--- src/dcache_pkg.sv ---
package dcache_pkg;

	// Bus widths
	localparam int ADDR_W = 32;
	localparam int DATA_W = 32;
	localparam int BYTE_W = 8;
	localparam int MASK_W = DATA_W / BYTE_W;

	// Byte address
	typedef logic [ADDR_W-1:0] addr_t;

	// One data word
	typedef logic [DATA_W-1:0] data_t;

	// One enable bit per byte lane
	typedef logic [MASK_W-1:0] mask_t;

	// Controller states
	typedef enum logic [2:0] {
		// Waiting for a request
		IDLE,
		// Tag compare result available
		LOOKUP,
		// Start one refill word
		FILL_REQ,
		// Wait for refill ack or err
		FILL_WAIT,
		// One-cycle response strobe
		RESPOND,
		// Start the write-through
		WR_REQ,
		// Wait for write ack or err
		WR_WAIT
	} ctrl_state_t;

	// Request kinds, rw encoding of the load/store unit
	typedef enum logic {
		WRITE = 1'b0,
		READ = 1'b1
	} req_kind_t;

endpackage
--- src/dcache_array_if.sv ---
interface dcache_array_if;

	// Lookup port
	logic lookup_en;
	dcache_pkg::addr_t lookup_addr;
	// Registered result of the lookup
	logic hit;
	dcache_pkg::data_t hit_data;

	// Refill word write
	logic fill_we;
	dcache_pkg::addr_t fill_addr;
	dcache_pkg::data_t fill_data;
	// Last fill word, line becomes valid
	logic fill_valid_set;

	// Write-through update of a present line
	logic upd_we;
	dcache_pkg::addr_t upd_addr;
	dcache_pkg::mask_t upd_mask;
	dcache_pkg::data_t upd_data;

	modport ctrl (
		output lookup_en, lookup_addr, fill_we, fill_addr, fill_data, fill_valid_set,
		output upd_we, upd_addr, upd_mask, upd_data,
		input hit, hit_data
	);

	modport store (
		input lookup_en, lookup_addr, fill_we, fill_addr, fill_data, fill_valid_set,
		input upd_we, upd_addr, upd_mask, upd_data,
		output hit, hit_data
	);

endinterface

--- src/dcache_ldst_if.sv ---
interface dcache_ldst_if;

	// Request, front to back
	logic req;
	dcache_pkg::req_kind_t kind;
	dcache_pkg::mask_t mask;
	dcache_pkg::addr_t addr;
	dcache_pkg::data_t wdata;

	// Response, back to front
	logic busy;
	logic valid;
	logic pagefault;
	dcache_pkg::data_t rdata;

	// Request side, the address splitter
	modport front (
		output req, kind, mask, addr, wdata,
		input busy, valid, pagefault, rdata
	);

	// Cache controller side
	modport back (
		input req, kind, mask, addr, wdata,
		output busy, valid, pagefault, rdata
	);

endinterface

--- src/l1_data_cache.sv ---
module l1_data_cache #(
	parameter int INDEX_BITS = 4,
	parameter int LINE_WORDS_LOG2 = 3
) (
	input logic iCLOCK,
	input logic rst,
	input logic cache_flush,
	// IO window start from system info
	input logic iosr_valid,
	input dcache_pkg::addr_t iosr,
	// Load/store unit
	input logic ldst_req,
	output logic ldst_busy,
	// 1 = read
	input logic ldst_rw,
	input dcache_pkg::mask_t ldst_mask,
	input dcache_pkg::addr_t ldst_addr,
	input dcache_pkg::data_t ldst_wdata,
	output logic ldst_valid,
	output logic ldst_pagefault,
	output dcache_pkg::data_t ldst_rdata,
	// Memory Wishbone master
	output logic mem_cyc,
	output logic mem_stb,
	output logic mem_we,
	output dcache_pkg::addr_t mem_adr,
	output dcache_pkg::mask_t mem_sel,
	output dcache_pkg::data_t mem_dat_w,
	input dcache_pkg::data_t mem_dat_r,
	input logic mem_ack,
	input logic mem_err,
	// IO Wishbone master
	output logic io_cyc,
	output logic io_stb,
	output logic io_we,
	output dcache_pkg::addr_t io_adr,
	output dcache_pkg::mask_t io_sel,
	output dcache_pkg::data_t io_dat_w,
	input dcache_pkg::data_t io_dat_r,
	input logic io_ack
);

	// Splitter to controller
	dcache_ldst_if ldst_bus ();
	// Controller to storage
	dcache_array_if arr_bus ();

	dcache_io_split u_io_split (
		.iCLOCK(iCLOCK), .rst(rst), .iosr_valid(iosr_valid), .iosr(iosr),
		.ldst_req(ldst_req), .ldst_busy(ldst_busy), .ldst_rw(ldst_rw),
		.ldst_mask(ldst_mask), .ldst_addr(ldst_addr), .ldst_wdata(ldst_wdata),
		.ldst_valid(ldst_valid), .ldst_pagefault(ldst_pagefault), .ldst_rdata(ldst_rdata),
		.io_cyc(io_cyc), .io_stb(io_stb), .io_we(io_we), .io_adr(io_adr),
		.io_sel(io_sel), .io_dat_w(io_dat_w), .io_dat_r(io_dat_r), .io_ack(io_ack),
		.back(ldst_bus.front)
	);

	dcache_ctrl #(.INDEX_BITS(INDEX_BITS), .LINE_WORDS_LOG2(LINE_WORDS_LOG2)) u_ctrl (
		.iCLOCK(iCLOCK), .rst(rst), .ldst(ldst_bus.back), .arr(arr_bus.ctrl),
		.mem_cyc(mem_cyc), .mem_stb(mem_stb), .mem_we(mem_we), .mem_adr(mem_adr),
		.mem_sel(mem_sel), .mem_dat_w(mem_dat_w), .mem_dat_r(mem_dat_r),
		.mem_ack(mem_ack), .mem_err(mem_err)
	);

	dcache_array #(.INDEX_BITS(INDEX_BITS), .LINE_WORDS_LOG2(LINE_WORDS_LOG2)) u_array (
		.iCLOCK(iCLOCK), .rst(rst), .cache_flush(cache_flush), .port(arr_bus.store)
	);

endmodule

--- src/dcache_ctrl.sv ---
module dcache_ctrl #(
	parameter int INDEX_BITS = 4,
	parameter int LINE_WORDS_LOG2 = 3
) (
	input logic iCLOCK,
	input logic rst,
	dcache_ldst_if.back ldst,
	dcache_array_if.ctrl arr,
	// Memory Wishbone master
	output logic mem_cyc,
	output logic mem_stb,
	output logic mem_we,
	output dcache_pkg::addr_t mem_adr,
	output dcache_pkg::mask_t mem_sel,
	output dcache_pkg::data_t mem_dat_w,
	input dcache_pkg::data_t mem_dat_r,
	input logic mem_ack,
	input logic mem_err
);

	localparam int OFFS_BITS = LINE_WORDS_LOG2 + 2;
	// Tag plus index, the line base
	localparam int BASE_BITS = dcache_pkg::ADDR_W - OFFS_BITS;

	dcache_pkg::ctrl_state_t state;
	// Captured request
	dcache_pkg::req_kind_t req_kind;
	dcache_pkg::mask_t req_mask;
	dcache_pkg::addr_t req_addr;
	dcache_pkg::data_t req_wdata;
	// Refill word counter
	logic [LINE_WORDS_LOG2-1:0] word_cnt;
	logic [LINE_WORDS_LOG2-1:0] req_word;
	dcache_pkg::data_t resp_data;
	logic resp_fault;
	logic bus_done;
	logic fill_ok;

	assign req_word = req_addr[2 +: LINE_WORDS_LOG2];
	assign bus_done = mem_cyc && (mem_ack || mem_err);
	// Error has priority over ack
	assign fill_ok = mem_cyc && mem_ack && !mem_err;

	assign ldst.busy = state != dcache_pkg::IDLE;
	assign ldst.valid = state == dcache_pkg::RESPOND;
	assign ldst.rdata = resp_data;
	assign ldst.pagefault = resp_fault;

	// Lookup on the accept cycle, result in LOOKUP
	assign arr.lookup_en = (state == dcache_pkg::IDLE) && ldst.req;
	assign arr.lookup_addr = ldst.addr;

	// Refill words straight from the bus, also on err to keep the line invalid
	assign arr.fill_we = (state == dcache_pkg::FILL_WAIT) && bus_done;
	assign arr.fill_addr = mem_adr;
	assign arr.fill_data = mem_dat_r;
	assign arr.fill_valid_set = (state == dcache_pkg::FILL_WAIT) && fill_ok && (&word_cnt);

	// Write-through update lands with the response
	assign arr.upd_we = (state == dcache_pkg::RESPOND) && (req_kind == dcache_pkg::WRITE)
		&& !resp_fault;
	assign arr.upd_addr = req_addr;
	assign arr.upd_mask = req_mask;
	assign arr.upd_data = req_wdata;

	// FSM and bus handshake
	always_ff @(posedge iCLOCK) begin
		if (rst) begin
			state <= dcache_pkg::IDLE;
			mem_cyc <= 1'b0;
			mem_stb <= 1'b0;
			word_cnt <= '0;
			resp_fault <= 1'b0;
		end else begin
			case (state)
				dcache_pkg::IDLE: begin
					if (ldst.req) begin
						state <= dcache_pkg::LOOKUP;
						word_cnt <= '0;
						resp_fault <= 1'b0;
					end
				end
				dcache_pkg::LOOKUP: begin
					if (req_kind == dcache_pkg::WRITE) begin
						state <= dcache_pkg::WR_REQ;
					end else if (arr.hit) begin
						state <= dcache_pkg::RESPOND;
					end else begin
						state <= dcache_pkg::FILL_REQ;
					end
				end
				dcache_pkg::FILL_REQ: begin
					mem_cyc <= 1'b1;
					mem_stb <= 1'b1;
					state <= dcache_pkg::FILL_WAIT;
				end
				dcache_pkg::FILL_WAIT: begin
					if (bus_done) begin
						mem_cyc <= 1'b0;
						mem_stb <= 1'b0;
						if (mem_err) begin
							// Page fault aborts the refill
							resp_fault <= 1'b1;
							state <= dcache_pkg::RESPOND;
						end else if (&word_cnt) begin
							state <= dcache_pkg::RESPOND;
						end else begin
							word_cnt <= word_cnt + 1'b1;
							state <= dcache_pkg::FILL_REQ;
						end
					end
				end
				dcache_pkg::WR_REQ: begin
					mem_cyc <= 1'b1;
					mem_stb <= 1'b1;
					state <= dcache_pkg::WR_WAIT;
				end
				dcache_pkg::WR_WAIT: begin
					if (bus_done) begin
						mem_cyc <= 1'b0;
						mem_stb <= 1'b0;
						resp_fault <= mem_err;
						state <= dcache_pkg::RESPOND;
					end
				end
				default: begin
					state <= dcache_pkg::IDLE;
				end
			endcase
		end
	end

	// Request capture, bus payload and read data
	always_ff @(posedge iCLOCK) begin
		case (state)
			dcache_pkg::IDLE: begin
				if (ldst.req) begin
					req_kind <= ldst.kind;
					req_mask <= ldst.mask;
					req_addr <= ldst.addr;
					req_wdata <= ldst.wdata;
				end
			end
			dcache_pkg::LOOKUP: begin
				resp_data <= arr.hit_data;
			end
			dcache_pkg::FILL_REQ: begin
				// Line base upward, one word per transfer
				mem_we <= 1'b0;
				mem_adr <= {req_addr[OFFS_BITS +: BASE_BITS], word_cnt, 2'b00};
				mem_sel <= '1;
			end
			dcache_pkg::FILL_WAIT: begin
				// Keep the requested word
				if (fill_ok && (word_cnt == req_word)) begin
					resp_data <= mem_dat_r;
				end
			end
			dcache_pkg::WR_REQ: begin
				mem_we <= 1'b1;
				mem_adr <= {req_addr[dcache_pkg::ADDR_W-1:2], 2'b00};
				mem_sel <= req_mask;
				mem_dat_w <= req_wdata;
			end
			default: begin
			end
		endcase
	end

endmodule

--- src/dcache_array.sv ---
module dcache_array #(
	parameter int INDEX_BITS = 4,
	parameter int LINE_WORDS_LOG2 = 3
) (
	input logic iCLOCK,
	input logic rst,
	input logic cache_flush,
	dcache_array_if.store port
);

	localparam int LINES = 1 << INDEX_BITS;
	// Byte offset within a line
	localparam int OFFS_BITS = LINE_WORDS_LOG2 + 2;
	localparam int TAG_LSB = OFFS_BITS + INDEX_BITS;
	localparam int TAG_BITS = dcache_pkg::ADDR_W - TAG_LSB;
	// Word slot is {index, word}
	localparam int SLOT_BITS = INDEX_BITS + LINE_WORDS_LOG2;

	logic [TAG_BITS-1:0] tag_mem [LINES];
	logic [LINES-1:0] valid;
	dcache_pkg::data_t data_mem [1 << SLOT_BITS];

	logic [INDEX_BITS-1:0] lk_idx;
	logic [INDEX_BITS-1:0] fl_idx;
	logic [INDEX_BITS-1:0] up_idx;
	logic [SLOT_BITS-1:0] lk_slot;
	logic [SLOT_BITS-1:0] fl_slot;
	logic [SLOT_BITS-1:0] up_slot;
	logic [TAG_BITS-1:0] lk_tag;
	logic [TAG_BITS-1:0] fl_tag;
	logic [TAG_BITS-1:0] up_tag;
	logic up_match;

	// Address fields of the three ports
	assign lk_idx = port.lookup_addr[OFFS_BITS +: INDEX_BITS];
	assign fl_idx = port.fill_addr[OFFS_BITS +: INDEX_BITS];
	assign up_idx = port.upd_addr[OFFS_BITS +: INDEX_BITS];
	assign lk_slot = port.lookup_addr[2 +: SLOT_BITS];
	assign fl_slot = port.fill_addr[2 +: SLOT_BITS];
	assign up_slot = port.upd_addr[2 +: SLOT_BITS];
	assign lk_tag = port.lookup_addr[TAG_LSB +: TAG_BITS];
	assign fl_tag = port.fill_addr[TAG_LSB +: TAG_BITS];
	assign up_tag = port.upd_addr[TAG_LSB +: TAG_BITS];

	// Write-through only touches a line that is present
	assign up_match = valid[up_idx] && (tag_mem[up_idx] == up_tag);

	// Valid bits and hit flag
	always_ff @(posedge iCLOCK) begin
		if (rst) begin
			valid <= '0;
			port.hit <= 1'b0;
		end else begin
			if (port.lookup_en) begin
				port.hit <= valid[lk_idx] && (tag_mem[lk_idx] == lk_tag);
			end
			// Line stays invalid until its last word lands
			if (port.fill_we) begin
				valid[fl_idx] <= port.fill_valid_set;
			end
			// Flush wins over a concurrent fill
			if (cache_flush) begin
				valid <= '0;
			end
		end
	end

	// Tag and word storage
	always_ff @(posedge iCLOCK) begin
		if (port.lookup_en) begin
			port.hit_data <= data_mem[lk_slot];
		end
		if (port.fill_we) begin
			data_mem[fl_slot] <= port.fill_data;
		end
		if (port.fill_we && port.fill_valid_set) begin
			tag_mem[fl_idx] <= fl_tag;
		end
		// Byte lanes selected by the mask
		if (port.upd_we && up_match) begin
			for (int b = 0; b < dcache_pkg::MASK_W; b++) begin
				if (port.upd_mask[b]) begin
					data_mem[up_slot][b*dcache_pkg::BYTE_W +: dcache_pkg::BYTE_W] <=
						port.upd_data[b*dcache_pkg::BYTE_W +: dcache_pkg::BYTE_W];
				end
			end
		end
	end

endmodule

--- src/dcache_io_split.sv ---
module dcache_io_split (
	input logic iCLOCK,
	input logic rst,
	input logic iosr_valid,
	input dcache_pkg::addr_t iosr,
	// Load/store unit
	input logic ldst_req,
	output logic ldst_busy,
	input logic ldst_rw,
	input dcache_pkg::mask_t ldst_mask,
	input dcache_pkg::addr_t ldst_addr,
	input dcache_pkg::data_t ldst_wdata,
	output logic ldst_valid,
	output logic ldst_pagefault,
	output dcache_pkg::data_t ldst_rdata,
	// IO Wishbone master
	output logic io_cyc,
	output logic io_stb,
	output logic io_we,
	output dcache_pkg::addr_t io_adr,
	output dcache_pkg::mask_t io_sel,
	output dcache_pkg::data_t io_dat_w,
	input dcache_pkg::data_t io_dat_r,
	input logic io_ack,
	dcache_ldst_if.front back
);

	// IO start address, loaded from system info
	logic io_start_valid;
	dcache_pkg::addr_t io_start;
	// IO response strobe and its data
	logic io_done;
	dcache_pkg::data_t io_rdata;
	logic accept;
	logic is_io;

	assign accept = ldst_req && !ldst_busy;
	// Single compare per accepted request
	assign is_io = ldst_addr >= io_start;

	// Blocked until the IO window is known, and while either side works
	assign ldst_busy = !io_start_valid || io_cyc || io_done || back.busy;

	// Memory requests go straight to the controller
	assign back.req = accept && !is_io;
	assign back.kind = dcache_pkg::req_kind_t'(ldst_rw);
	assign back.mask = ldst_mask;
	assign back.addr = ldst_addr;
	assign back.wdata = ldst_wdata;

	// Merge the two response paths
	assign ldst_valid = io_done || back.valid;
	assign ldst_rdata = io_done ? io_rdata : back.rdata;
	// IO bus has no error line
	assign ldst_pagefault = io_done ? 1'b0 : back.pagefault;

	always_ff @(posedge iCLOCK) begin
		if (rst) begin
			io_start_valid <= 1'b0;
			io_cyc <= 1'b0;
			io_stb <= 1'b0;
			io_done <= 1'b0;
		end else begin
			if (iosr_valid) begin
				io_start_valid <= 1'b1;
			end
			io_done <= 1'b0;
			if (accept && is_io) begin
				io_cyc <= 1'b1;
				io_stb <= 1'b1;
			end else if (io_cyc && io_ack) begin
				io_cyc <= 1'b0;
				io_stb <= 1'b0;
				io_done <= 1'b1;
			end
		end
	end

	// IO transfer payload, offset into the IO window
	always_ff @(posedge iCLOCK) begin
		if (iosr_valid) begin
			io_start <= iosr;
		end
		if (accept && is_io) begin
			io_we <= !ldst_rw;
			io_adr <= ldst_addr - io_start;
			io_sel <= ldst_mask;
			io_dat_w <= ldst_wdata;
		end
		if (io_cyc && io_ack) begin
			io_rdata <= io_dat_r;
		end
	end

endmodule

--- config.mk ---
export PLATFORM = sky130hd
export DESIGN_NAME = l1_data_cache
export DESIGN_NICKNAME = d
export VERILOG_FILES = /design/src/dcache_pkg.sv /design/src/dcache_array_if.sv /design/src/dcache_ldst_if.sv /design/src/l1_data_cache.sv /design/src/dcache_ctrl.sv /design/src/dcache_array.sv /design/src/dcache_io_split.sv
export SDC_FILE = /design/constraint.sdc
export NUM_CORES = 2
export LEC_CHECK = 0
export BUFFER_PORTS_ARGS = -buffer_cell sky130_fd_sc_hd__buf_2
export CAP_MARGIN = 15
export CORE_MARGIN = 3
export CORE_UTILIZATION = 50
export CTS_BUF_LIST = sky130_fd_sc_hd__clkbuf_2 sky130_fd_sc_hd__clkbuf_4 sky130_fd_sc_hd__clkbuf_8
export DETAILED_ROUTE_END_ITERATION = 12
export PLACE_DENSITY_LB_ADDON = 0.1
export SETUP_SLACK_MARGIN = 0.4
export SYNTH_ARGS = -nofsm -noshare
export SYNTH_HDL_FRONTEND = slang
export SYNTH_MEMORY_MAX_BITS = 65536
export SYNTH_SLANG_ARGS = --single-unit
--- constraint.sdc ---
create_clock -name iCLOCK -period 24.4 [get_ports iCLOCK]
set_input_delay 3.66 -clock iCLOCK [delete_from_list [all_inputs] [get_ports iCLOCK]]
set_output_delay 3.66 -clock iCLOCK [all_outputs]
set_load 0.02 [all_outputs]
==> results.json <==
{
  "rows": 226,
  "die_x_um": 625,
  "fin_tns_setup_ns": 0,
  "min_period_over_period_pct": 37.9,
  "dieHeight_um": 625,
  "total_power_uw": 17000,
  "initial_core_util_pct": 50.4,
  "cts_hold_buffers": 0,
  "drt_first_pass_iters": 8,
  "postRouteAntennaNets": 0,
  "p_leak_uw": 0.0676,
  "yosys.cell_types.count": 63,
  "max-clock-path-buffers": 4,
  "max_stage_delay_ns": 0.90,
  "criticalPathCategory": "input port to flip-flop",
  "mostFrequentLayoutCells": "edfxtp_1, mux4_2, clkbuf_8, nor2_1, buf_2",
  "wl_per_cell_um": 37.2,
  "worst-path-stages": 10,
  "route.detailed.drc": 0,
  "cp_slowest_cell": "buf_4",
  "multi_input_area_um2": 45600,
  "die-area_um2": 391000,
  "syn_inst": 8577,
  "cp_top_family": "buffers and inverters",
  "clk_pin_slew_ns": 0.07,
  "grt_start_max_net_pins": 126,
  "cts_buffers": 766,
  "slew_violations": 0,
  "fin_crit_ns": 9.25,
  "end_kind": "flip-flop",
  "antenna_found_initial": 79,
  "startpoint_type": "input port",
  "crit_fanout": 65,
  "grt_pass1_wl_um": 782000,
  "core_um2": 381000,
  "cts_sinks": 4827,
  "seq_area_um2": 145000,
  "tightestPinTransition_ns": 1.35,
  "finalInstanceArea_um2": 216000,
  "path_buf_inv": 6,
  "arrival_ns": 10.23,
  "required_ns": 25.38,
  "max_freq_mhz": 108,
  "synth_ff_type": "edfxtp_1",
  "grtUsageTotal_pct": 28.9,
  "whs_path_depth": 0,
  "layout-drive-gt1-share_pct": 36.5,
  "skew_ns": 0.0940,
  "vdd.ir_drop.worst_mv": 0.0751,
  "port_buffers": 347,
  "routed_via_density": 6.41,
  "grt_overflow_total": 0,
  "first_global_vias": 97207,
  "drt-initial-drc-count": 13120,
  "dpl_cell_area_um2": 201000,
  "path_cells": "buf_12 > buf_4 > buf_4 > buf_4 > buf_4 > buf_4 > mux4_2 > mux4_2 > mux4_2 > mux2_2",
  "final_common_cell": "edfxtp_1",
  "vias": 97739,
  "slew_headroom_pct": 7.96,
  "rsz0062_at_grt": "no",
  "synth_area_um2": 192000,
  "root_buffer": "clkbuf_8",
  "ys_async_sr_fraction_pct": 0,
  "max_cap_violations": 0,
  "synth.avg_cell_area_um2": 22.4,
  "area_growth_pct": 12.8,
  "final-hold-violation-count": 0,
  "crit_top_cell": "buf_4",
  "ios": 350,
  "fin_nets": 9769,
  "ff2ff_path_depth": 13,
  "setup_viol": 0,
  "cts_resized": 0,
  "dpl.hpwl_um": 364000,
  "fill_cells": 28205,
  "place_congestion": 0.916,
  "synth_seq_cells": 4827,
  "wirelength_um": 567000,
  "post-cts-setup-buffer-count": 0,
  "synth-seq-area-share_pct": 75.4,
  "cts_tree": "built",
  "run_status": "completed",
  "synth_edf_count": 4795,
  "hp-class": "flip-flop to flip-flop",
  "clkLatencyLatePin_ns": 1.27,
  "htreeDepth": 6,
  "power.density_nw_per_um2": 78.5,
  "yosys_warnings": 0
}
report_power, final:
part	switching (uW)	internal (uW)
Sequential	67.1	9170
Clock	3180	3560
Combinational	608	389
layer usage:
metal / wire length [um] / up-vias / track usage (%)
met4: 23000 / 22 / 10.7
met5: 156 / - / 0
met1: 222000 / 52957 / 40.9
met3: 59400 / 948 / 7.71
met2: 262000 / 5555 / 43.8
li1: - / 38257 / -
cell families after synthesis:
kind of cell               Yosys count  share of synthesized area (%)
DFF                               4827                           75.4
muxes                             1876                           20.0
other                                1                        0.00195
buffers and inverters              543                           1.16
xor gates and xnor gates            88                          0.402
and+or+nand+nor                   1020                           2.21
AOI/OAI and AO/OA                  187                          0.613
adders and majority gates           35                          0.232
registers in the layout, indices dropped and copies added (netlist names), 3 cells and up, named ones only:
| signal | flops |
|---|---|
| u_io_split.io_adr | 32 |
| u_ctrl.arr.upd_mask | 4 |
| u_ctrl.mem_dat_w | 32 |
| u_array.valid | 16 |
| u_ctrl.arr.upd_addr | 30 |
| u_ctrl.arr.upd_data | 32 |
| u_ctrl.word_cnt | 3 |
| u_io_split.io_start | 32 |
| u_io_split.io_rdata | 32 |
| u_io_split.io_dat_w | 32 |
| u_array.port.hit_data | 32 |
| u_ctrl.ldst.rdata | 32 |
| u_ctrl.arr.fill_addr | 30 |
| u_array.tag_mem | 368 |
| u_ctrl.mem_sel | 4 |
| u_ctrl.state | 3 |
| u_io_split.io_sel | 4 |
| u_array.data_mem | 4096 |
worst register-to-register path: stages, from the launching register on:
cell	delay [ns]
dfxtp_4	0.79
buf_4	0.77
mux4_2	0.63
mux2i_1	0.18
xor2_1	0.29
nand4_1	0.13
o41ai_1	0.20
o2111ai_1	0.67
nor4_2	0.42
buf_4	0.51
buf_4	1.01
mux2i_1	0.59
buf_4	0.34
nor2_1	0.88
final timing paths:
kind | from | to | slack (ns)
worst min-delay path | u_ctrl.arr.upd_data[3] | u_ctrl.mem_dat_w[3] | 0.46
worst min register to register | u_ctrl.arr.upd_data[3] | u_ctrl.mem_dat_w[3] | 0.46
worst max-delay path | ldst_addr[2] | u_array.port.hit_data[28] | 15.15
worst max register to register | flip-flop | u_array.data_mem[102][26] | 16.57
cell type report:
type	instances	area share, %
antenna	59	0.0682
clock buffer	1055	5.93
clock inverter	322	0.904
inverter	55	0.0960
multi-input combinational	3208	21.1
sequential	4827	66.8
tap	5016	2.90
timing repair buffer	703	2.22
through the flow:
step           utilization, %  hold WS [ns]  instances  setup WS (ns)
2_1_floorplan               -         0.420       8578          11.61
3_3_place_gp             52.8         0.444      13766          13.67
3_5_place_dp             52.9         0.445      13786          13.65
4_1_cts                  56.7         0.462      15163          15.03
5_1_grt                  56.8         0.471      15194          14.63
6_report                 56.9         0.463      15245          15.15
synthesized netlist by cell type (3+ instances only):
master | number | area, um2
a211oi_1 | 3 | 22.5
and3_1 | 6 | 37.5
o211ai_1 | 6 | 45.0
nand4b_1 | 6 | 52.6
ha_1 | 34 | 425
mux4_2 | 1550 | 34900
nor4_1 | 6 | 37.5
a221oi_1 | 5 | 43.8
xor2_1 | 31 | 272
inv_1 | 55 | 206
mux2_2 | 167 | 1880
xnor2_1 | 57 | 499
nor2_1 | 766 | 2880
buf_6 | 8 | 90.1
nand3_1 | 34 | 170
or3_1 | 17 | 106
buf_1 | 97 | 364
o31ai_1 | 3 | 22.5
nand3b_1 | 9 | 67.6
a31oi_1 | 5 | 31.3
o21a_1 | 5 | 37.5
o21ai_0 | 42 | 210
or2_2 | 11 | 68.8
or3b_2 | 3 | 26.3
buf_2 | 36 | 180
o21bai_1 | 4 | 30.0
buf_4 | 22 | 165
nand4_1 | 16 | 100
nor3_1 | 26 | 130
a21oi_1 | 59 | 295
a21o_1 | 25 | 188
nand2_1 | 79 | 297
dfxtp_1 | 32 | 641
o22ai_1 | 7 | 43.8
nor2b_1 | 23 | 144
mux2i_1 | 159 | 1590
and2_1 | 3 | 18.8
edfxtp_1 | 4795 | 144000
clkbuf_1 | 325 | 1220
nand2b_1 | 11 | 68.8
(Power assumes the default switching activity.)
